**config.mk**
```make
export PLATFORM = sky130hd
export DESIGN_NAME = cam_bist_top
export DESIGN_NICKNAME = d
export VERILOG_FILES = /design/src/common/cam_pkg.sv /design/src/common/bist_pkg.sv /design/src/cam/cam_array.sv /design/src/bist/bist_config_regs.sv /design/src/bist/bist_sequencer.sv /design/src/bist/bist_out_handler.sv /design/src/bist/bist_response_checker.sv /design/src/source/cam_bist_top.sv
export VERILOG_INCLUDE_DIRS = /design/src /design/src/common
export SDC_FILE = /design/constraint.sdc
export NUM_CORES = 1
export LEC_CHECK = 0
export BUFFER_PORTS_ARGS = -buffer_cell sky130_fd_sc_hd__buf_2
export CAP_MARGIN = 20
export CORE_AREA = 2 2 260 134
export CTS_CLUSTER_DIAMETER = 150
export DETAILED_ROUTE_END_ITERATION = 6
export DIE_AREA = 0 0 262 136
export PLACE_DENSITY = 0.56
export SYNTH_ARGS = -nofsm -noshare
export SYNTH_HDL_FRONTEND = slang
export SYNTH_SLANG_ARGS = --single-unit
export TNS_END_PERCENT = 50
```
**constraint.sdc**
```tcl
create_clock -name bist_clk -period 7.9 [get_ports bist_clk]
set_input_delay 1.185 -clock bist_clk [delete_from_list [all_inputs] [get_ports bist_clk]]
set_output_delay 1.185 -clock bist_clk [all_outputs]
set_load 0.1 [all_outputs]
```
**src/common/cam_bist_defs.svh**
```systemverilog
// CAM geometry macros
// Configuration register map for the BIST block

`ifndef CAM_BIST_DEFS_SVH
`define CAM_BIST_DEFS_SVH

// ==============================
// Array geometry
// ==============================

// Entry count must stay a multiple of the data width for the compactor
`define CAM_ENTRIES 16
`define CAM_DWIDTH  8
`define CAM_AWIDTH  4

// ==============================
// Configuration registers
// ==============================

// Bit 0 of CTRL starts a run
`define CFG_ADDR_CTRL       2'd0
`define CFG_ADDR_BACKGROUND 2'd1
`define CFG_ADDR_PHASE_MASK 2'd2

`endif

```
**src/common/cam_pkg.sv**
```systemverilog
// CAM array request and response types
// Request carries write, search and read fields in one word

`include "cam_bist_defs.svh"

package cam_pkg;

  // Request word, 26 bits
  typedef struct packed {
    logic                   wr_en;
    logic [`CAM_AWIDTH-1:0] wr_addr;
    logic [`CAM_DWIDTH-1:0] wr_data;
    logic                   srch_en;
    logic [`CAM_DWIDTH-1:0] srch_key;
    logic [`CAM_AWIDTH-1:0] rd_addr;
  } cam_req_t;

  // Response, both fields two cycles behind the request
  typedef struct packed {
    logic [`CAM_ENTRIES-1:0] match;
    logic [`CAM_DWIDTH-1:0]  rd_data;
  } cam_rsp_t;

endpackage

```
**src/common/bist_pkg.sv**
```systemverilog
// BIST match-select code and FSM states
// BIST control word and status word

`include "cam_bist_defs.svh"

package bist_pkg;

  // Expected match-line pattern selector
  typedef enum logic [1:0] {
    MATCH_ALL       = 2'd0,
    MATCH_SINGLE    = 2'd1,
    MISMATCH_SINGLE = 2'd2,
    MISMATCH_ALL    = 2'd3
  } match_sel_e;

  // Sequencer FSM
  typedef enum logic [3:0] {
    IDLE,
    WR_UNIQUE,
    SRCH_UNIQUE,
    SRCH_ABSENT,
    WR_COMMON,
    SRCH_COMMON,
    HOLE_WR,
    HOLE_SRCH,
    HOLE_RESTORE,
    DRAIN,
    DONE
  } bist_state_e;

  // Sequencer to output handler and checker
  typedef struct packed {
    logic                   cm_mode;
    match_sel_e             match_sel;
    logic [`CAM_AWIDTH-1:0] addr;
    logic                   check;
  } bist_ctrl_t;

  // Run result
  typedef struct packed {
    logic                   done;
    logic                   fail;
    logic [`CAM_AWIDTH-1:0] fail_addr;
    logic [7:0]             fail_cnt;
    logic [7:0]             cmp_cnt;
  } bist_status_t;

endpackage

```
**src/cam/cam_array.sv**
```systemverilog
// Behavioral CAM array
// One write port, one search port, one read port
// Match lines and read data leave through two register stages

`timescale 1ns/1ps
`include "cam_bist_defs.svh"

module cam_array (
  input  logic              bist_clk,
  input  logic              reset,
  input  cam_pkg::cam_req_t req,
  output cam_pkg::cam_rsp_t rsp
);

  logic [`CAM_DWIDTH-1:0]  mem [`CAM_ENTRIES];
  logic [`CAM_ENTRIES-1:0] valid;
  logic [`CAM_ENTRIES-1:0] match_now;
  logic [`CAM_ENTRIES-1:0] match_s1;
  logic [`CAM_ENTRIES-1:0] match_s2;
  logic [`CAM_DWIDTH-1:0]  rd_s1;
  logic [`CAM_DWIDTH-1:0]  rd_s2;

  // ==============================
  // Storage
  // ==============================

  // Valid bit set on first write to an entry
  always_ff @(posedge bist_clk) begin
    if (reset) begin
      valid <= '0;
    end else if (req.wr_en) begin
      valid[req.wr_addr] <= 1'b1;
    end
  end

  always_ff @(posedge bist_clk) begin
    if (req.wr_en) begin
      mem[req.wr_addr] <= req.wr_data;
    end
  end

  // ==============================
  // Search and read pipeline
  // ==============================

  // Search sees the contents before a same-cycle write
  always_comb begin
    for (int i = 0; i < `CAM_ENTRIES; i++) begin
      match_now[i] = req.srch_en && valid[i] && (mem[i] == req.srch_key);
    end
  end

  // Idle match lines read as all zero
  always_ff @(posedge bist_clk) begin
    if (reset) begin
      match_s1 <= '0;
      match_s2 <= '0;
    end else begin
      match_s1 <= match_now;
      match_s2 <= match_s1;
    end
  end

  always_ff @(posedge bist_clk) begin
    rd_s1 <= mem[req.rd_addr];
    rd_s2 <= rd_s1;
  end

  assign rsp.match   = match_s2;
  assign rsp.rd_data = rd_s2;

  // Overwriting the entry a search would hit leaves that match line ambiguous
  a_no_wr_srch_collision: assert property (
    @(posedge bist_clk) disable iff (reset)
    req.srch_en |-> !(req.wr_en && valid[req.wr_addr] && (mem[req.wr_addr] == req.srch_key))
  );

endmodule

```
**src/bist/bist_config_regs.sv**
```systemverilog
// BIST configuration registers
// Background pattern, phase mask and start pulse decode

`timescale 1ns/1ps
`include "cam_bist_defs.svh"

module bist_config_regs (
  input  logic                   bist_clk,
  input  logic                   reset,
  input  logic                   cfg_wr_en,
  input  logic [1:0]             cfg_addr,
  input  logic [`CAM_DWIDTH-1:0] cfg_wdata,
  output logic                   start,
  output logic [`CAM_DWIDTH-1:0] background,
  output logic [3:0]             phase_mask
);

  // Start is a single-cycle pulse, never held
  always_ff @(posedge bist_clk) begin
    if (reset) begin
      start <= 1'b0;
    end else begin
      start <= cfg_wr_en && (cfg_addr == `CFG_ADDR_CTRL) && cfg_wdata[0];
    end
  end

  // Defaults give a full run on an alternating pattern
  always_ff @(posedge bist_clk) begin
    if (reset) begin
      background <= 8'h5A;
      phase_mask <= 4'hF;
    end else if (cfg_wr_en) begin
      if (cfg_addr == `CFG_ADDR_BACKGROUND) begin
        background <= cfg_wdata;
      end
      // Upper nibble ignored
      if (cfg_addr == `CFG_ADDR_PHASE_MASK) begin
        phase_mask <= cfg_wdata[3:0];
      end
    end
  end

endmodule

```
**src/bist/bist_sequencer.sv**
```systemverilog
// BIST sequencer FSM
// Runs unique, absent, common and hole phases under a phase mask
// One array operation per cycle, two drain cycles after each phase

`timescale 1ns/1ps
`include "cam_bist_defs.svh"

module bist_sequencer (
  input  logic                   bist_clk,
  input  logic                   reset,
  input  logic                   start,
  input  logic [`CAM_DWIDTH-1:0] background,
  input  logic [3:0]             phase_mask,
  output cam_pkg::cam_req_t      cam_req,
  output bist_pkg::bist_ctrl_t   ctrl,
  output logic                   done
);
  import bist_pkg::*;

  bist_state_e            state;
  match_sel_e             match_sel;
  logic [`CAM_AWIDTH-1:0] addr;
  logic [`CAM_DWIDTH-1:0] addr_ext;
  logic [`CAM_DWIDTH-1:0] bg;
  logic [1:0]             phase;
  logic [1:0]             pick;
  logic [3:0]             mask_left;
  logic                   last_addr;
  logic                   drain_last;
  logic                   chk_d1;
  logic                   chk_d2;

  // Lowest pending phase wins
  function automatic logic [1:0] lowest_phase(input logic [3:0] m);
    logic [1:0] p;
    p = 2'd0;
    for (int i = 3; i >= 0; i--) begin
      if (m[i]) p = i[1:0];
    end
    return p;
  endfunction

  // Phases 0 and 1 start from unique data, 2 and 3 from common data
  function automatic bist_state_e entry_state(input logic [1:0] p);
    return p[1] ? WR_COMMON : WR_UNIQUE;
  endfunction

  assign pick      = lowest_phase((state == DRAIN) ? mask_left : phase_mask);
  assign last_addr = &addr;
  assign addr_ext  = {{(`CAM_DWIDTH-`CAM_AWIDTH){1'b0}}, addr};

  // Pattern latched at start
  always_ff @(posedge bist_clk) begin
    if (start && (state == IDLE || state == DONE)) begin
      bg <= background;
    end
  end

  // ==============================
  // State transitions
  // ==============================

  always_ff @(posedge bist_clk) begin
    if (reset) begin
      state      <= IDLE;
      match_sel  <= MATCH_ALL;
      addr       <= '0;
      phase      <= '0;
      mask_left  <= '0;
      drain_last <= 1'b0;
      done       <= 1'b0;
    end else begin
      case (state)
        IDLE, DONE: begin
          // Empty mask still drains once and reports done
          if (start) begin
            done <= 1'b0;
            addr <= '0;
            if (phase_mask == 4'd0) begin
              state     <= DRAIN;
              mask_left <= '0;
            end else begin
              state     <= entry_state(pick);
              phase     <= pick;
              mask_left <= phase_mask & ~(4'b0001 << pick);
            end
          end
        end
        WR_UNIQUE: begin
          addr <= addr + 1'b1;
          if (last_addr) begin
            state     <= phase[0] ? SRCH_ABSENT : SRCH_UNIQUE;
            match_sel <= phase[0] ? MISMATCH_ALL : MATCH_SINGLE;
          end
        end
        WR_COMMON: begin
          addr <= addr + 1'b1;
          if (last_addr) begin
            state     <= phase[0] ? HOLE_WR : SRCH_COMMON;
            match_sel <= phase[0] ? MISMATCH_SINGLE : MATCH_ALL;
          end
        end
        SRCH_UNIQUE, SRCH_ABSENT, SRCH_COMMON: begin
          addr <= addr + 1'b1;
          if (last_addr) state <= DRAIN;
        end
        HOLE_WR:   state <= HOLE_SRCH;
        HOLE_SRCH: state <= HOLE_RESTORE;
        HOLE_RESTORE: begin
          addr  <= addr + 1'b1;
          state <= last_addr ? DRAIN : HOLE_WR;
        end
        DRAIN: begin
          // Toggle leaves drain_last clear for the next drain
          drain_last <= ~drain_last;
          if (drain_last) begin
            addr <= '0;
            if (mask_left != 4'd0) begin
              state     <= entry_state(pick);
              phase     <= pick;
              mask_left <= mask_left & ~(4'b0001 << pick);
            end else begin
              state <= DONE;
              done  <= 1'b1;
            end
          end
        end
        default: state <= IDLE;
      endcase
    end
  end

  // ==============================
  // Request and control decode
  // ==============================

  always_comb begin
    cam_req         = '0;
    cam_req.wr_addr = addr;
    cam_req.rd_addr = addr;
    ctrl.cm_mode    = (state != IDLE) && (state != DONE);
    ctrl.match_sel  = match_sel;
    ctrl.addr       = addr;
    ctrl.check      = 1'b0;
    case (state)
      WR_UNIQUE: begin
        cam_req.wr_en   = 1'b1;
        cam_req.wr_data = bg ^ addr_ext;
      end
      SRCH_UNIQUE: begin
        cam_req.srch_en  = 1'b1;
        cam_req.srch_key = bg ^ addr_ext;
        ctrl.check       = 1'b1;
      end
      SRCH_ABSENT: begin
        // Offset by the entry count, outside every unique value
        cam_req.srch_en  = 1'b1;
        cam_req.srch_key = bg ^ (addr_ext + `CAM_DWIDTH'(`CAM_ENTRIES));
        ctrl.check       = 1'b1;
      end
      WR_COMMON, HOLE_RESTORE: begin
        cam_req.wr_en   = 1'b1;
        cam_req.wr_data = bg;
      end
      HOLE_WR: begin
        cam_req.wr_en   = 1'b1;
        cam_req.wr_data = ~bg;
      end
      SRCH_COMMON, HOLE_SRCH: begin
        cam_req.srch_en  = 1'b1;
        cam_req.srch_key = bg;
        ctrl.check       = 1'b1;
      end
      default: ;
    endcase
  end

  // Local copy of the two-cycle check delay
  always_ff @(posedge bist_clk) begin
    if (reset) begin
      chk_d1 <= 1'b0;
      chk_d2 <= 1'b0;
    end else begin
      chk_d1 <= ctrl.check;
      chk_d2 <= chk_d1;
    end
  end

  // Output handler decodes with the live code, so it must hold until the result lands
  a_match_sel_stable: assert property (
    @(posedge bist_clk) disable iff (reset)
    (chk_d1 || chk_d2) |-> $stable(ctrl.match_sel)
  );

endmodule

```
**src/bist/bist_out_handler.sv**
```systemverilog
// BIST output handler
// Expected match-vector decode and match-line compare
// Compactor folds the compare vector to read-data width
// Read-data mux selects the folded vector in compare mode

`timescale 1ns/1ps
`include "cam_bist_defs.svh"

module bist_out_handler (
  input  logic                    bist_clk,
  input  bist_pkg::bist_ctrl_t    ctrl,
  input  logic [`CAM_DWIDTH-1:0]  cam_rd_data,
  input  logic [`CAM_ENTRIES-1:0] cam_match,
  output logic [`CAM_DWIDTH-1:0]  rd_data,
  output logic [`CAM_ENTRIES-1:0] cm_match_ref_data
);
  import bist_pkg::*;

  // Match lines per read-data bit
  localparam int FOLD = `CAM_ENTRIES / `CAM_DWIDTH;

  logic [`CAM_AWIDTH-1:0]  addr_d1;
  logic [`CAM_AWIDTH-1:0]  addr_d2;
  logic [`CAM_ENTRIES-1:0] one_hot;
  logic [`CAM_ENTRIES-1:0] expected;
  logic [`CAM_ENTRIES-1:0] compared;
  logic [`CAM_DWIDTH-1:0]  folded;

  // ==============================
  // Expected match vector
  // ==============================

  // Align address with the array's two output stages
  always_ff @(posedge bist_clk) begin
    addr_d1 <= ctrl.addr;
    addr_d2 <= addr_d1;
  end

  assign one_hot = {{(`CAM_ENTRIES-1){1'b0}}, 1'b1} << addr_d2;

  always_comb begin
    unique case (ctrl.match_sel)
      MATCH_ALL:       expected = '1;
      MATCH_SINGLE:    expected = one_hot;
      MISMATCH_SINGLE: expected = ~one_hot;
      MISMATCH_ALL:    expected = '0;
      default:         expected = '0;
    endcase
  end

  assign cm_match_ref_data = expected;

  // ==============================
  // Compare and compact
  // ==============================

  // Any set bit marks a wrong match line
  assign compared = expected ^ cam_match;

  // Bit i collects lines i, i+DW, i+2*DW ...
  always_comb begin
    folded = '0;
    for (int i = 0; i < `CAM_DWIDTH; i++) begin
      for (int k = 0; k < FOLD; k++) begin
        folded[i] = folded[i] | compared[i + k*`CAM_DWIDTH];
      end
    end
  end

  assign rd_data = ctrl.cm_mode ? folded : cam_rd_data;

endmodule

```
**src/bist/bist_response_checker.sv**
```systemverilog
// BIST response checker
// Check strobe alignment, failure detect, first-fail address, counters

`timescale 1ns/1ps
`include "cam_bist_defs.svh"

module bist_response_checker (
  input  logic                   bist_clk,
  input  logic                   reset,
  input  logic                   check,
  input  logic [`CAM_AWIDTH-1:0] check_addr,
  input  logic [`CAM_DWIDTH-1:0] rd_data,
  input  logic                   done,
  output bist_pkg::bist_status_t status
);

  logic                   chk_d1;
  logic                   chk_d2;
  logic [`CAM_AWIDTH-1:0] addr_d1;
  logic [`CAM_AWIDTH-1:0] addr_d2;
  logic                   done_q;
  logic                   fail;
  logic [`CAM_AWIDTH-1:0] fail_addr;
  logic [7:0]             fail_cnt;
  logic [7:0]             cmp_cnt;

  always_ff @(posedge bist_clk) begin
    if (reset) begin
      chk_d1 <= 1'b0;
      chk_d2 <= 1'b0;
    end else begin
      chk_d1 <= check;
      chk_d2 <= chk_d1;
    end
  end

  always_ff @(posedge bist_clk) begin
    addr_d1 <= check_addr;
    addr_d2 <= addr_d1;
  end

  // Falling done means a new run has started, results restart from zero
  always_ff @(posedge bist_clk) begin
    if (reset) begin
      done_q    <= 1'b0;
      fail      <= 1'b0;
      fail_addr <= '0;
      fail_cnt  <= '0;
      cmp_cnt   <= '0;
    end else begin
      done_q <= done;
      if (done_q && !done) begin
        fail      <= 1'b0;
        fail_addr <= '0;
        fail_cnt  <= '0;
        cmp_cnt   <= '0;
      end else if (chk_d2) begin
        cmp_cnt <= cmp_cnt + 8'd1;
        if (|rd_data) begin
          fail     <= 1'b1;
          fail_cnt <= fail_cnt + 8'd1;
          // First failing address only
          if (!fail) fail_addr <= addr_d2;
        end
      end
    end
  end

  always_comb begin
    status.done      = done;
    status.fail      = fail;
    status.fail_addr = fail_addr;
    status.fail_cnt  = fail_cnt;
    status.cmp_cnt   = cmp_cnt;
  end

  // Every compare lands before done is reported, so the results are final
  a_compare_before_done: assert property (
    @(posedge bist_clk) disable iff (reset)
    chk_d2 |-> !done
  );

endmodule

```
**src/source/cam_bist_top.sv**
```systemverilog
// CAM with match-line BIST, top level
// Config regs, sequencer, array request mux, array, output handler, checker

`timescale 1ns/1ps
`include "cam_bist_defs.svh"

module cam_bist_top (
  input  logic                    bist_clk,
  input  logic                    reset,
  input  logic                    cfg_wr_en,
  input  logic [1:0]              cfg_addr,
  input  logic [`CAM_DWIDTH-1:0]  cfg_wdata,
  input  cam_pkg::cam_req_t       func_req,
  output logic [`CAM_DWIDTH-1:0]  rd_data,
  output logic [`CAM_ENTRIES-1:0] match_lines,
  output logic [`CAM_ENTRIES-1:0] cm_match_ref_data,
  output bist_pkg::bist_status_t  status
);
  import cam_pkg::*;
  import bist_pkg::*;

  logic                   start;
  logic [`CAM_DWIDTH-1:0] background;
  logic [3:0]             phase_mask;
  logic                   done;
  cam_req_t               bist_req;
  cam_req_t               array_req;
  cam_rsp_t               array_rsp;
  bist_ctrl_t             ctrl;

  bist_config_regs u_cfg (
    .bist_clk   (bist_clk),
    .reset      (reset),
    .cfg_wr_en  (cfg_wr_en),
    .cfg_addr   (cfg_addr),
    .cfg_wdata  (cfg_wdata),
    .start      (start),
    .background (background),
    .phase_mask (phase_mask)
  );

  bist_sequencer u_seq (
    .bist_clk   (bist_clk),
    .reset      (reset),
    .start      (start),
    .background (background),
    .phase_mask (phase_mask),
    .cam_req    (bist_req),
    .ctrl       (ctrl),
    .done       (done)
  );

  // BIST owns the array for the whole run
  assign array_req = ctrl.cm_mode ? bist_req : func_req;

  cam_array u_cam (
    .bist_clk (bist_clk),
    .reset    (reset),
    .req      (array_req),
    .rsp      (array_rsp)
  );

  bist_out_handler u_out (
    .bist_clk          (bist_clk),
    .ctrl              (ctrl),
    .cam_rd_data       (array_rsp.rd_data),
    .cam_match         (array_rsp.match),
    .rd_data           (rd_data),
    .cm_match_ref_data (cm_match_ref_data)
  );

  assign match_lines = array_rsp.match;

  // Checker sees the folded compare vector through rd_data
  bist_response_checker u_chk (
    .bist_clk   (bist_clk),
    .reset      (reset),
    .check      (ctrl.check),
    .check_addr (ctrl.addr),
    .rd_data    (rd_data),
    .done       (done),
    .status     (status)
  );

endmodule

```
==> results of run 1 <==
area by class of cell:
class / count / area share [%]
Sequential cell: 262 / 44.52
Inverter: 16 / 0.4047
Timing Repair Buffer: 124 / 4.823
Tap cell: 450 / 3.794
Multi-Input combinational cell: 811 / 40.48
Clock buffer: 30 / 4.696
Clock inverter: 16 / 1.290
cells in the mapped netlist, drive strengths merged, types with 7 or more instances:
cell type and instances:
clkbuf 34, nand4 27, o21ba 16, nand3b 10
mux2i 43, nor3b 8, or3 11, nand2b 11
nand2 52, edfxtp 136, nor2b 33, nor3 33
o21ai 40, inv 15, buf 59, xor2 96
xnor2 49, a21oi 68, dfxtp 126, a211oi 10
a211o 7, mux4 32, or2 9, nor2 102
nand3 36, a22oi 13
power groups by stage:
stage | clock network [µW] | logic, µW | registers, µW
2_1_floorplan | 0 | 952 | 1680
3_3_place_gp | 0 | 1310 | 1720
3_5_place_dp | 0 | 1320 | 1720
4_1_cts | 1320 | 1330 | 1690
5_1_grt | 1380 | 1420 | 1700
6_report | 1300 | 1350 | 1690
flip-flops by register name, summed over array words and instances (netlist names), 8 cells and up:
name,cells
u_cam.match_s1,16
u_cam.match_s2,16
u_cam.mem,128
u_cam.rd_s1,8
u_cam.rd_s2,8
u_cam.valid,16
u_cfg.background,8
u_chk.cmp_cnt,8
u_chk.fail_cnt,8
u_seq.bg,8
path summary, 6_finish.rpt:
kind              slack [ps]                  endpoint  cells after the start
setup / recovery        3480                rd_data[7]                      6
hold / removal           330  u_chk.addr_d2[3]$_DFF_P_                      0
setup reg to reg        3940   u_chk.fail$_SDFFE_PP0P_                      8
hold reg to reg          330  u_chk.addr_d2[3]$_DFF_P_                      0
worst max-delay path, cell delays in order (launching register included):
cell                      delay [ps]
sky130_fd_sc_hd__dfxtp_1         310
sky130_fd_sc_hd__buf_4           390
sky130_fd_sc_hd__xor2_2          330
sky130_fd_sc_hd__or2_1           870
sky130_fd_sc_hd__nand4_1         270
sky130_fd_sc_hd__o21a_1          200
sky130_fd_sc_hd__buf_2           290
through the flow:
| step | power, µW | area [µm²] | hold WS, ps | std cells | setup slack [ps] |
|---|---|---|---|---|---|
| 2_1_floorplan | 2631 | 13110 | 309.6 | 1182 | 3740 |
| 3_3_place_gp | 3029 | 13890 | 311.8 | 1660 | 4151 |
| 3_5_place_dp | 3040 | 13910 | 313.2 | 1661 | 3986 |
| 4_1_cts | 4338 | 14800 | 327.8 | 1707 | 3526 |
| 5_1_grt | 4506 | 14840 | 333.1 | 1709 | 3308 |
| 6_report | 4348 | 14840 | 327.0 | 1709 | 3484 |
placed cells by master, fill, tap and decap left out, types with 8 or more instances in the layout:
cell,n
sky130_fd_sc_hd__nor3_1,33
sky130_fd_sc_hd__nand3_1,36
sky130_fd_sc_hd__o21ai_0,31
sky130_fd_sc_hd__clkbuf_16,27
sky130_fd_sc_hd__xnor2_1,49
sky130_fd_sc_hd__xor2_1,95
sky130_fd_sc_hd__a211oi_1,9
sky130_fd_sc_hd__nand3b_1,10
sky130_fd_sc_hd__a21oi_1,64
sky130_fd_sc_hd__nand2_1,52
sky130_fd_sc_hd__nor3b_1,8
sky130_fd_sc_hd__buf_4,21
sky130_fd_sc_hd__nor2_1,100
sky130_fd_sc_hd__mux2i_1,40
sky130_fd_sc_hd__dfxtp_1,126
sky130_fd_sc_hd__a22oi_1,13
sky130_fd_sc_hd__nand4_1,27
sky130_fd_sc_hd__inv_1,15
sky130_fd_sc_hd__nand2b_1,11
sky130_fd_sc_hd__nor2b_1,33
sky130_fd_sc_hd__edfxtp_1,136
sky130_fd_sc_hd__o21ba_2,12
sky130_fd_sc_hd__mux4_2,32
sky130_fd_sc_hd__or3_1,11
sky130_fd_sc_hd__buf_2,100
layer usage:
metal	up-vias	global-route usage, %	routed length [µm]
li1	4437	-	-
met1	4804	36.34	20140
met2	422	27.00	14460
met3	42	7.905	4568
met4	0	3.453	531
met5	-	0	0
cells by family after synthesis:
family          after synthesis  share of synthesized area (%)
compound gates              218                          11.40
fa+ha+maj                     4                         0.3626
xor+xnor                    145                          9.741
buf+inv                     109                          4.246
simple gates                366                          14.74
flops                       262                          50.38
mux                          78                          9.131
==> out/summary.txt, run 1 <==
=====================================================================================
Critical-path maximum fanout                                                       39
Area occupied by multi-input gates                                           6007 µm²
Total standard cell area after synthesis                                    13110 µm²
Number of filler cells placed in the layout                                      3189
Maximum count of clock buffers along a single path                                  3
Antenna diode instance count                                                        0
Number of hold buffers added after CTS                                              0
WL/cell                                                                      23.23 µm
Post-detailed-route via-to-cell ratio                                           5.679
Share of total power in the clock network                                       30.0%
Worst clock skew                                                             15.61 ps
Die extent in y                                                                136 µm
RSZ-0062 raised after global routing                                               no
Proportion of synthesized chip area in sequential cells                        50.38%
Commonest register cell after synthesis                                  sky130_fd_sc_hd__edfxtp_1
Unique masters post-synth                                                          77
Syn_area_per_cell                                                           11.09 µm²
Area used by sequential logic in the layout                                  6606 µm²
Clock insertion delay at the later pin of the skew report                      560 ps
Final total negative setup slack                                                 0 ps
Number of nets in the synthesized netlist                                        1224
Violation count after the first detailed-routing iteration                       1114
Share of layout cells above drive strength 1                                   19.30%
Area delta synth->final                                                        13.17%
GRT Util Overall                                                               22.16%
Minimum period implied by the final worst setup slack                         4416 ps
# DRC                                                                               0
Min-Delay Path Class                                                       reg -> reg
CP required                                                                   6710 ps
Die X-Extent                                                                   262 µm
DRT antenna net count                                                               0
Max Transition Viols Final                                                          0
Net Sw Frac                                                                    36.59%
Cell Pwr Density                                                         293.0 nW/µm²
Global-route wire length before repair                                       58.21 mm
Net switching power figure                                                    1591 µW
Slew at the pin closest to its max-slew limit                                 1176 ps
Number of vias after detailed routing                                            9705
Timing startpoint of the critical path                                   u_seq.state[1]$_SDFFE_PP0P_
Post_cts resized                                                                    0
EDFF count, synth                                                                 136
Yosys top cell by area                                                   sky130_fd_sc_hd__edfxtp_1
Final worst path period share                                                  55.90%
Buffers inserted during post-CTS setup optimization                                 0
Synth warnings                                                                      0
Internal power summed over all cells                                          2757 µW
Worst setup path category                                                  reg -> out
Core Util, Final                                                               44.13%
Share of flip-flops with an asynchronous set or reset                              0%
Critical Path End Type                                                   primary output
Grt ovf                                                                             0
Proportion of netlist area held by the largest area contributor                31.14%
Clock-pin slew of the registers on the worst-case setup and hold paths          70 ps
Worst ir drop on vdd                                                         202.8 µV
Number of buffers added by the clock tree synthesis step                           25
Pin count of the biggest net entering global routing                               66
Reported leakage power                                                    0.005243 µW
Initial cell density of the core                                               38.99%
CTS sink count                                                                    262
Number of optimization iterations in the first detailed-route pass                  5
Status                                                                      completed
Wire length after detailed routing                                           39.70 mm
CTS tree                                                                          yes
Top post-synthesis cells by area                                         sky130_fd_sc_hd__edfxtp_1 (31%), sky130_fd_sc_hd__dfxtp_1 (19%), sky130_fd_sc_hd__xor2_1 (6.3%)
Number of nets at the end of the flow                                            1282
Placeable core region                                                       33630 µm²
Row count                                                                          48
Clock tree root driver cell                                              sky130_fd_sc_hd__clkbuf_16
Combinational share of power                                                    31.1%
Proportion of power drawn by flip-flops and latches                             38.9%
Number of placed I/O pins                                                         101
Antenna violations before repair                                                    0
Hold Vio Cnt, Final                                                                 0
Hold_sp                                                                  u_chk.addr_d1[3]$_DFF_P_
Synth Instances                                                                  1182
Via count of the first global-routing pass                                       8771
Crit path DAT                                                                 3230 ps
Final setup viols                                                                   0
Beginning of the worst register-to-register path                         u_seq.state[1]$_SDFFE_PP0P_
Maximum achievable frequency                                                226.5 MHz
Max-cap violations                                                                  0
RD Place Congestion                                                            0.8822
Critical Path Source Type                                                        flop
Normalized max-slew margin                                                     21.61%
PortBufs                                                                          100
Number of synthesized register bits                                               262
Number of H-tree branching levels                                                   1
Estimated wirelength of the detail-placed design                             28.30 mm
Die Footprint                                                               35630 µm²
=====================================================================================
Note: power is estimated with default switching activity, not from simulation.
==> inputs of run 2 (changes only) <==
ABC_AREA = 1   (was not set)
CORE_AREA = 2 2 258 133   (was 2 2 260 134)
DIE_AREA = 0 0 260 135   (was 0 0 262 136)
clock period = 4.1 ns   (was 7.9 ns; I/O delays follow)
==> run 2 against run 1 <==
Effect of this change:
- first-iteration DRC count is 30% higher
- clock power is 94% higher
- sequential share of layout area is 0.52 points higher
- global-route usage is 3.1 points higher
- critical path depth is 2 higher
- die area is 1.5% lower
- sequential cell count stayed put
- cell count is 19% higher
- sequential power is 91% higher
- power is 91% higher
- synthesized cell count is 27% higher
- combinational power is 90% higher
- largest cell class unchanged
==> out/summary.txt, run 2 <==
=====================================================================================
Clock insertion delay at the later pin of the skew report                      560 ps   about the same
Post_cts resized                                                                    0   unchanged
Leading cell types in the layout, fill and taps excluded                 sky130_fd_sc_hd__nand2_1 (235), sky130_fd_sc_hd__nor2_1 (223), sky130_fd_sc_hd__inv_1 (146), sky130_fd_sc_hd__edfxtp_1 (136), sky130_fd_sc_hd__dfxtp_1 (126)   was sky130_fd_sc_hd__edfxtp_1 (136), sky130_fd_sc_hd__dfxtp_1 (126), sky130_fd_sc_hd__nor2_1 (100), sky130_fd_sc_hd__buf_2 (100), sky130_fd_sc_hd__xor2_1 (95)
Worst setup path category                                                  reg -> out   unchanged
Proportion of synthesized chip area in sequential cells                        50.96%   was 50.38%
Estimated wirelength of the detail-placed design                             32.18 mm   was 28.30 mm
Max Transition Viols Final                                                          0   unchanged
WL/cell                                                                      22.00 µm   was 23.23 µm
Unique masters post-synth                                                          59   was 77
Top post-synthesis cells by area                                         sky130_fd_sc_hd__edfxtp_1 (31%), sky130_fd_sc_hd__dfxtp_1 (19%), sky130_fd_sc_hd__nand2_1 (6.8%)   was sky130_fd_sc_hd__edfxtp_1 (31%), sky130_fd_sc_hd__dfxtp_1 (19%), sky130_fd_sc_hd__xor2_1 (6.3%)
FF-to-FF path depth                                                                12   was 8
Min-Delay Path Class                                                        in -> reg   was reg -> reg
Mux cell area share after synthesis                                          0.08686%   was 9.131%
Via count of the first global-routing pass                                      10090   was 8771
Placeable core region                                                       32640 µm²   was 33630 µm²
Timing endpoint of the critical path                                       rd_data[7]   unchanged
Synth Instances                                                                  1497   was 1182
CTS tree                                                                          yes   unchanged
Syn_area_per_cell                                                           8.661 µm²   was 11.09 µm²
Flip-flop count of the largest register after layout                              128   unchanged
Die Footprint                                                               35100 µm²   was 35630 µm²
Critical Path Source Type                                                        flop   unchanged
Compound-gate portion of the synthesized area                                  13.97%   was 11.40%
# DRC                                                                               0   unchanged
Final non-filler cell area                                                  14670 µm²   was 14840 µm²
Post-Synth Simple-Gate Area                                                    20.83%   was 14.74%
Wire length after detailed routing                                           44.68 mm   was 39.70 mm
Critical-path maximum fanout                                                       36   was 39
Commonest register cell after synthesis                                  sky130_fd_sc_hd__edfxtp_1   unchanged
Final setup viols                                                                   0   unchanged
Violation count after the first detailed-routing iteration                       1450   was 1114
Timing startpoint of the critical path                                   u_seq.state[0]$_SDFFE_PP0P_   was u_seq.state[1]$_SDFFE_PP0P_
Clock-pin slew of the registers on the worst-case setup and hold paths          70 ps   about the same
RSZ-0062 raised after global routing                                               no   unchanged
Slew at the pin closest to its max-slew limit                                969.4 ps   was 1176 ps
Normalized max-slew margin                                                     35.38%   was 21.61%
Crit path DAT                                                                 2780 ps   was 3230 ps
Grt ovf                                                                             0   unchanged
Post-detailed-route via-to-cell ratio                                           5.490   was 5.679
Area used by sequential logic in the layout                                  6606 µm²   unchanged
Final worst path period share                                                  82.80%
Number of synthesized register bits                                               262   unchanged
Global-route wire length before repair                                       65.67 mm   was 58.21 mm
Critical Path End Type                                                   primary output   unchanged
Post-placement worst setup slack                                              1020 ps   was 3986 ps
CP required                                                                   3480 ps   was 6710 ps
Largest Register                                                            u_cam.mem   unchanged
Proportion of netlist area held by the largest area contributor                31.50%   was 31.14%
Area delta synth->final                                                        13.13%   was 13.17%
Most instantiated library cell after synthesis                           sky130_fd_sc_hd__nand2_1   was sky130_fd_sc_hd__edfxtp_1
RD Place Congestion                                                            0.9598   was 0.8822
PortBufs                                                                          100   unchanged
Antenna diode instance count                                                        0   unchanged
Number of H-tree branching levels                                                   1   unchanged
EDFF count, synth                                                                 136   unchanged
Worst clock skew                                                             11.32 ps   was 15.61 ps
Minimum period implied by the final worst setup slack                         3395 ps
Leading post-synthesis cells by instance count                           sky130_fd_sc_hd__nand2_1 (236), sky130_fd_sc_hd__nor2_1 (223), sky130_fd_sc_hd__inv_1 (146)   was sky130_fd_sc_hd__edfxtp_1 (136), sky130_fd_sc_hd__dfxtp_1 (126), sky130_fd_sc_hd__nor2_1 (101)
Worst path setup slack after routing                                         705.1 ps   was 3484 ps
Synth warnings                                                                      0   unchanged
Share of layout cells above drive strength 1                                   14.84%   was 19.30%
Yosys top cell by area                                                   sky130_fd_sc_hd__edfxtp_1   unchanged
GRT Util Overall                                                               25.29%   was 22.16%
Adder and majority cell fraction of the synthesized area                      0.2895%   was 0.3626%
Max-cap violations                                                                  0   unchanged
Number of optimization iterations in the first detailed-route pass                  6   was 5
Worst ir drop on vdd                                                         313.4 µV   was 202.8 µV
Die extent in y                                                                135 µm   was 136 µm
Main combinational cell family by area after synthesis                   simple AND/OR/NAND/NOR gates   unchanged
Beginning of the worst register-to-register path                         u_seq.state[1]$_SDFFE_PP0P_   unchanged
Number of hold buffers added after CTS                                              0   unchanged
Row count                                                                          47   was 48
CP max stage cell                                                        sky130_fd_sc_hd__dfxtp_1   was sky130_fd_sc_hd__or2_1
Buffers inserted during post-CTS setup optimization                                 0   unchanged
Cell Pwr Density                                                         567.3 nW/µm²   was 293.0 nW/µm²
Pin count of the biggest net entering global routing                               67   was 66
Number of vias after detailed routing                                           11150   was 9705
Critical path's most frequent cell                                       sky130_fd_sc_hd__nor2_1
Fin cells                                                                        2031   was 1709
Critical register-to-register path endpoint                              u_cam.rd_s1[2]$_DFF_P_   was u_chk.fail$_SDFFE_PP0P_
Placed Instances                                                                 1982   was 1661
Setup slack, reg-to-reg                                                        910 ps   was 3940 ps
Hold Vio Cnt, Final                                                                 0   unchanged
Maximum achievable frequency                                                294.6 MHz
CTS sink count                                                                    262   unchanged
Maximum count of clock buffers along a single path                                  3   unchanged
Number of nets in the synthesized netlist                                        1539   was 1224
Largest stage delay, worst path                                                500 ps   was 870 ps
Number of nets at the end of the flow                                            1612   was 1282
Status                                                                      completed   unchanged
Total standard cell area after synthesis                                    12960 µm²   was 13110 µm²
DRT antenna net count                                                               0   unchanged
Antenna violations before repair                                                    0   unchanged
Leading cell type in the layout, fill and taps excluded                  sky130_fd_sc_hd__nand2_1   was sky130_fd_sc_hd__edfxtp_1
Clock tree root driver cell                                              sky130_fd_sc_hd__clkbuf_16   unchanged
Area share of xor/xnor cells in the synthesized design                         5.269%   was 9.741%
Number of buffers added by the clock tree synthesis step                           26   was 25
Reported leakage power                                                    0.005639 µW   was 0.005243 µW
Area after detailed placement                                               13760 µm²   was 13910 µm²
Cells along the critical path                                            nor2_1, nand2_1, nand2_4, inv_4, nor2_1, o21bai_1, inv_1, buf_2   was buf_4, xor2_2, or2_1, nand4_1, o21a_1, buf_2
Number of placed I/O pins                                                         101   unchanged
Area occupied by multi-input gates                                           5274 µm²   was 6007 µm²
Initial cell density of the core                                               39.72%   was 38.99%
Die X-Extent                                                                   260 µm   was 262 µm
Number of filler cells placed in the layout                                      3239   was 3189
Share of flip-flops with an asynchronous set or reset                              0%   unchanged
Final total negative setup slack                                                 0 ps   unchanged
=====================================================================================
==> run 2: cell families after synthesis <==
group           after synthesis
fa+ha+maj                     3
mux                           1
simple gates                623
buf+inv                     244
compound gates              292
xor+xnor                     72
flops                       262
==> run 2: metrics by stage <==
step | total power (µW) | hold slack (ps) | util, %
2_1_floorplan | 4973 | 309.6 | -
3_3_place_gp | 5763 | 313.1 | 42.15
3_5_place_dp | 5753 | 313.2 | 42.15
4_1_cts | 8268 | 240.7 | 44.90
5_1_grt | 8645 | 279.7 | 44.94
6_report | 8320 | 256.3 | 44.94
==> run 2: routing by layer <==
metal	GRT usage, %	vias to the layer above	part of all wire, %
met5	0	-	0
met4	3.927	0	1.5
met3	9.854	43	14
met2	30.88	590	35
met1	40.77	5333	50
li1	-	5185	-
==> run 2: critical path: cells and delay by family, from the launching register on <==
family          cells  cell delay, ps
compound gates      1             220
flops               1             500
buf+inv             3             890
simple gates        4             580
==> run 2: worst min-delay path by stage <==
stage / startpoint / to / slack (ps) / cells after the start
final: cfg_wdata[4] / u_cfg.background[4]$_SDFFE_PP1P_ / 260 / 3
after global routing: cfg_wdata[4] / u_cfg.background[4]$_SDFFE_PP1P_ / 280 / 3
after CTS: cfg_wdata[4] / u_cfg.background[4]$_SDFFE_PP1P_ / 240 / 3
after detailed placement: u_chk.addr_d1[2]$_DFF_P_ / u_chk.addr_d2[2]$_DFF_P_ / 310 / 0
after global placement: u_chk.addr_d1[0]$_DFF_P_ / u_chk.addr_d2[0]$_DFF_P_ / 310 / 0
after floorplan: u_cam.rd_s1[0]$_DFF_P_ / u_cam.rd_s2[0]$_DFF_P_ / 310 / 0
==> run 2: cell type report <==
class                      instances  area share [%]
sequential                       262           45.04
tap                              441           3.762
inverter                         157           4.035
multi-input combinational        991           35.96
clock inverter                    13          0.8018
timing repair buffer             132           5.101
clock buffer                      35           5.306
==> run 2: power breakdown <==
group / switching (µW) / internal [µW] / total (µW)
Combinational: 1920 / 643 / 2560
Clock: 1110 / 1410 / 2520
Sequential: 176 / 3060 / 3230
Total: 3200 / 5120 / 8320
==> inputs of run 3 (changes only) <==
PLACE_DENSITY = 0.59   (was 0.56)
clock period = 2.9 ns   (was 4.1 ns; I/O delays follow)
==> run 3 against run 2 <==
Effect of this change:
- routed wire length shrank 2.8%
- die area is the same
- sequential power grew 40%
- clock power grew 43%
- critical path type unchanged
- clock skew grew 2.3 ps
- clock-buffer cell count grew 4
- first-iteration DRC count grew 6.7%
==> out/summary.txt, run 3 (synthesized netlist as in run 2, its figures left out) <==
=====================================================================================
Status                                                                      completed   unchanged
Normalized max-slew margin                                                     42.02%   was 35.38%
Placeable core region                                                       32640 µm²   unchanged
Share of layout cells above drive strength 1                                   16.75%   was 14.84%
Initial cell density of the core                                               39.72%   unchanged
Fin cells                                                                        2071   was 2031
Number of buffers added by the clock tree synthesis step                           25   was 26
Post-detailed-route via-to-cell ratio                                           5.441   was 5.490
Timing startpoint of the critical path                                   u_seq.state[1]$_SDFFE_PP0P_   was u_seq.state[0]$_SDFFE_PP0P_
Global-route wire length before repair                                       65.35 mm   was 65.67 mm
Minimum period implied by the final worst setup slack                         2734 ps
Fin Hold WS                                                                  88.01 ps   was 256.3 ps
Amount of wire on met3 after detailed routing                                5.861 mm   was 6.084 mm
Area delta synth->final                                                        16.22%   was 13.13%
Top layer reached by signal wires                                                met4   unchanged
Largest stage delay, worst path                                                390 ps   was 500 ps
GRT Util Overall                                                               24.79%   was 25.29%
FF-to-FF path depth                                                                10   was 12
Placed Instances                                                                 2020   was 1982
Worst ir drop on vdd                                                         469.3 µV   was 313.4 µV
Number of placed I/O pins                                                         101   unchanged
Antenna diode instance count                                                        0   unchanged
Reported leakage power                                                    0.005893 µW   was 0.005639 µW
Number of nets at the end of the flow                                            1654   was 1612
Met2 Routed Length                                                           15.82 mm   was 15.73 mm
Worst path setup slack after routing                                         165.7 ps   was 705.1 ps
Max-cap violations                                                                  0   unchanged
Antenna violations before repair                                                    3   was 0
Cells along the critical path                                            inv_1, nor2_1, nand2_1, nand2_4, inv_4, buf_4, or2_2, nand2_1, inv_1, clkbuf_4   was nor2_1, nand2_1, nand2_4, inv_4, nor2_1, o21bai_1, inv_1, buf_2
Number of vias after detailed routing                                           11270   was 11150
Slew at the pin closest to its max-slew limit                                869.6 ps   was 969.4 ps
Number of optimization iterations in the first detailed-route pass                  6   unchanged
Crit. path cell count                                                              10   was 8
Largest Register                                                            u_cam.mem   unchanged
Number of H-tree branching levels                                                   1   unchanged
Setup slack, reg-to-reg                                                        340 ps   was 910 ps
Violation count after the first detailed-routing iteration                       1547   was 1450
Flip-flop count of the largest register after layout                              128   unchanged
CP required                                                                   2470 ps   was 3480 ps
RSZ-0062 raised after global routing                                              yes   was no
CTS sink count                                                                    262   unchanged
Leading cell types in the layout, fill and taps excluded                 sky130_fd_sc_hd__nand2_1 (235), sky130_fd_sc_hd__nor2_1 (222), sky130_fd_sc_hd__inv_1 (146), sky130_fd_sc_hd__edfxtp_1 (136), sky130_fd_sc_hd__dfxtp_1 (122)   was sky130_fd_sc_hd__nand2_1 (235), sky130_fd_sc_hd__nor2_1 (223), sky130_fd_sc_hd__inv_1 (146), sky130_fd_sc_hd__edfxtp_1 (136), sky130_fd_sc_hd__dfxtp_1 (126)
Die Footprint                                                               35100 µm²   unchanged
Hold Vio Cnt, Final                                                                 0   unchanged
CTS tree                                                                          yes   unchanged
Critical register-to-register path endpoint                              u_cam.mem[0][1]$_DFFE_PP_   was u_cam.rd_s1[2]$_DFF_P_
Buffer and inverter count on the worst path                                         5   was 3
Maximum achievable frequency                                                365.7 MHz
WL/cell                                                                      20.97 µm   was 22.00 µm
Core Util, Final                                                               46.17%   was 44.94%
Final worst path period share                                                  94.29%
Die X-Extent                                                                   260 µm   unchanged
Max Transition Viols Final                                                          0   unchanged
Maximum count of clock buffers along a single path                                  3   unchanged
Critical Path End Type                                                   primary output   unchanged
CP max stage cell                                                        sky130_fd_sc_hd__dfxtp_1   unchanged
Clock insertion delay at the later pin of the skew report                      550 ps   was 560 ps
Clock tree root driver cell                                              sky130_fd_sc_hd__clkbuf_16   unchanged
Row count                                                                          47   unchanged
Via count of the first global-routing pass                                      10430   was 10090
Estimated wirelength of the detail-placed design                             31.00 mm   was 32.18 mm
# DRC                                                                               0   unchanged
RD Place Congestion                                                            0.9303   was 0.9598
Grt ovf                                                                             0   unchanged
Wire length after detailed routing                                           43.42 mm   was 44.68 mm
Cell Pwr Density                                                         795.2 nW/µm²   was 567.3 nW/µm²
Clock-pin slew of the registers on the worst-case setup and hold paths          70 ps   about the same
Length of routed wiring on met1                                              20.95 mm   was 22.20 mm
Final setup viols                                                                   0   unchanged
Die extent in y                                                                135 µm   unchanged
Leading cell type in the layout, fill and taps excluded                  sky130_fd_sc_hd__nand2_1   unchanged
Post-placement worst setup slack                                             310.6 ps   was 1020 ps
PortBufs                                                                          100   unchanged
Critical Path Source Type                                                        flop   unchanged
Pin count of the biggest net entering global routing                               67   unchanged
Timing endpoint of the critical path                                       rd_data[0]   was rd_data[7]
Crit path DAT                                                                 2300 ps   was 2780 ps
Final total negative setup slack                                                 0 ps   unchanged
Critical-path maximum fanout                                                       15   was 36
Beginning of the worst register-to-register path                         u_seq.state[1]$_SDFFE_PP0P_   unchanged
Worst setup path category                                                  reg -> out   unchanged
Min-Delay Path Class                                                        in -> reg   unchanged
Cell family with most CP delay                                           buffers and inverters   unchanged
Worst clock skew                                                             13.60 ps   was 11.32 ps
DRT antenna net count                                                               0   unchanged
=====================================================================================
==> run 3: cell count changes in the layout (fill, tap and decap cells not counted), sizes merged <==
cell / change
buf: +39
clkbuf: +8
inv: -5
clkinvlp: -3
bufinv: +2
clkinv: -1
==> run 3: worst min path at each step <==
| stage | startpoint | to | slack [ps] | cells after the start |
|---|---|---|---|---|
| after CTS | cfg_wdata[4] | u_cfg.background[4]$_SDFFE_PP1P_ | 70 | 3 |
| after detailed placement | u_cam.rd_s1[5]$_DFF_P_ | u_cam.rd_s2[5]$_DFF_P_ | 310 | 0 |
| final | cfg_wdata[4] | u_cfg.background[4]$_SDFFE_PP1P_ | 90 | 3 |
| after global routing | cfg_wdata[4] | u_cfg.background[4]$_SDFFE_PP1P_ | 120 | 3 |
| after global placement | u_cam.rd_s1[2]$_DFF_P_ | u_cam.rd_s2[2]$_DFF_P_ | 310 | 0 |
| after floorplan | u_cam.rd_s1[0]$_DFF_P_ | u_cam.rd_s2[0]$_DFF_P_ | 310 | 0 |
==> run 3: metrics by stage <==
stage	cell area, µm²	power (µW)
detailed placement	14100	8283
global placement	14100	8265
finish	15070	11980
floorplan	12960	7030
global route	15070	12470
CTS	15000	11880
==> run 3: worst min-delay path, cell delays in order <==
cell                      delay [ps]
sky130_fd_sc_hd__buf_2            70
sky130_fd_sc_hd__nand2_1          40
sky130_fd_sc_hd__nand3_1          50
==> run 3: report_power, final <==
| part | switching [µW] | internal, µW | leakage [µW] |
|---|---|---|---|
| clock | 1480 | 2120 | 0.000440 |
| sequential | 191 | 4320 | 0.00225 |
| combinational | 2740 | 1130 | 0.00320 |
| total | 4420 | 7570 | 0.00589 |
==> run 3: layout make-up <==
class / instances / area [µm²]
fillers: 3175 / 17570
flip-flops and latches: 262 / 6614
multi-input cells: 991 / 5249
repair buffers: 175 / 1175
clock buffers: 39 / 782.0
inverters: 157 / 591.8
well taps: 441 / 551.8
clock inverters: 6 / 105.1
==> run 3: layer usage <==
layer / track usage (%) / vias up
li1: - / 5261
met1: 39.85 / 5307
met2: 31.96 / 643
met3: 7.020 / 57
met4: 5.013 / 0
met5: 0 / -
==> run 3: what timing repair did <==
action	CTS	global route
gates resized for setup	5	10
gates cloned	0	0
endpoints found under the setup margin	7	8
buffers inserted	0	6
hold buffers	0	0
pin swaps	0	2
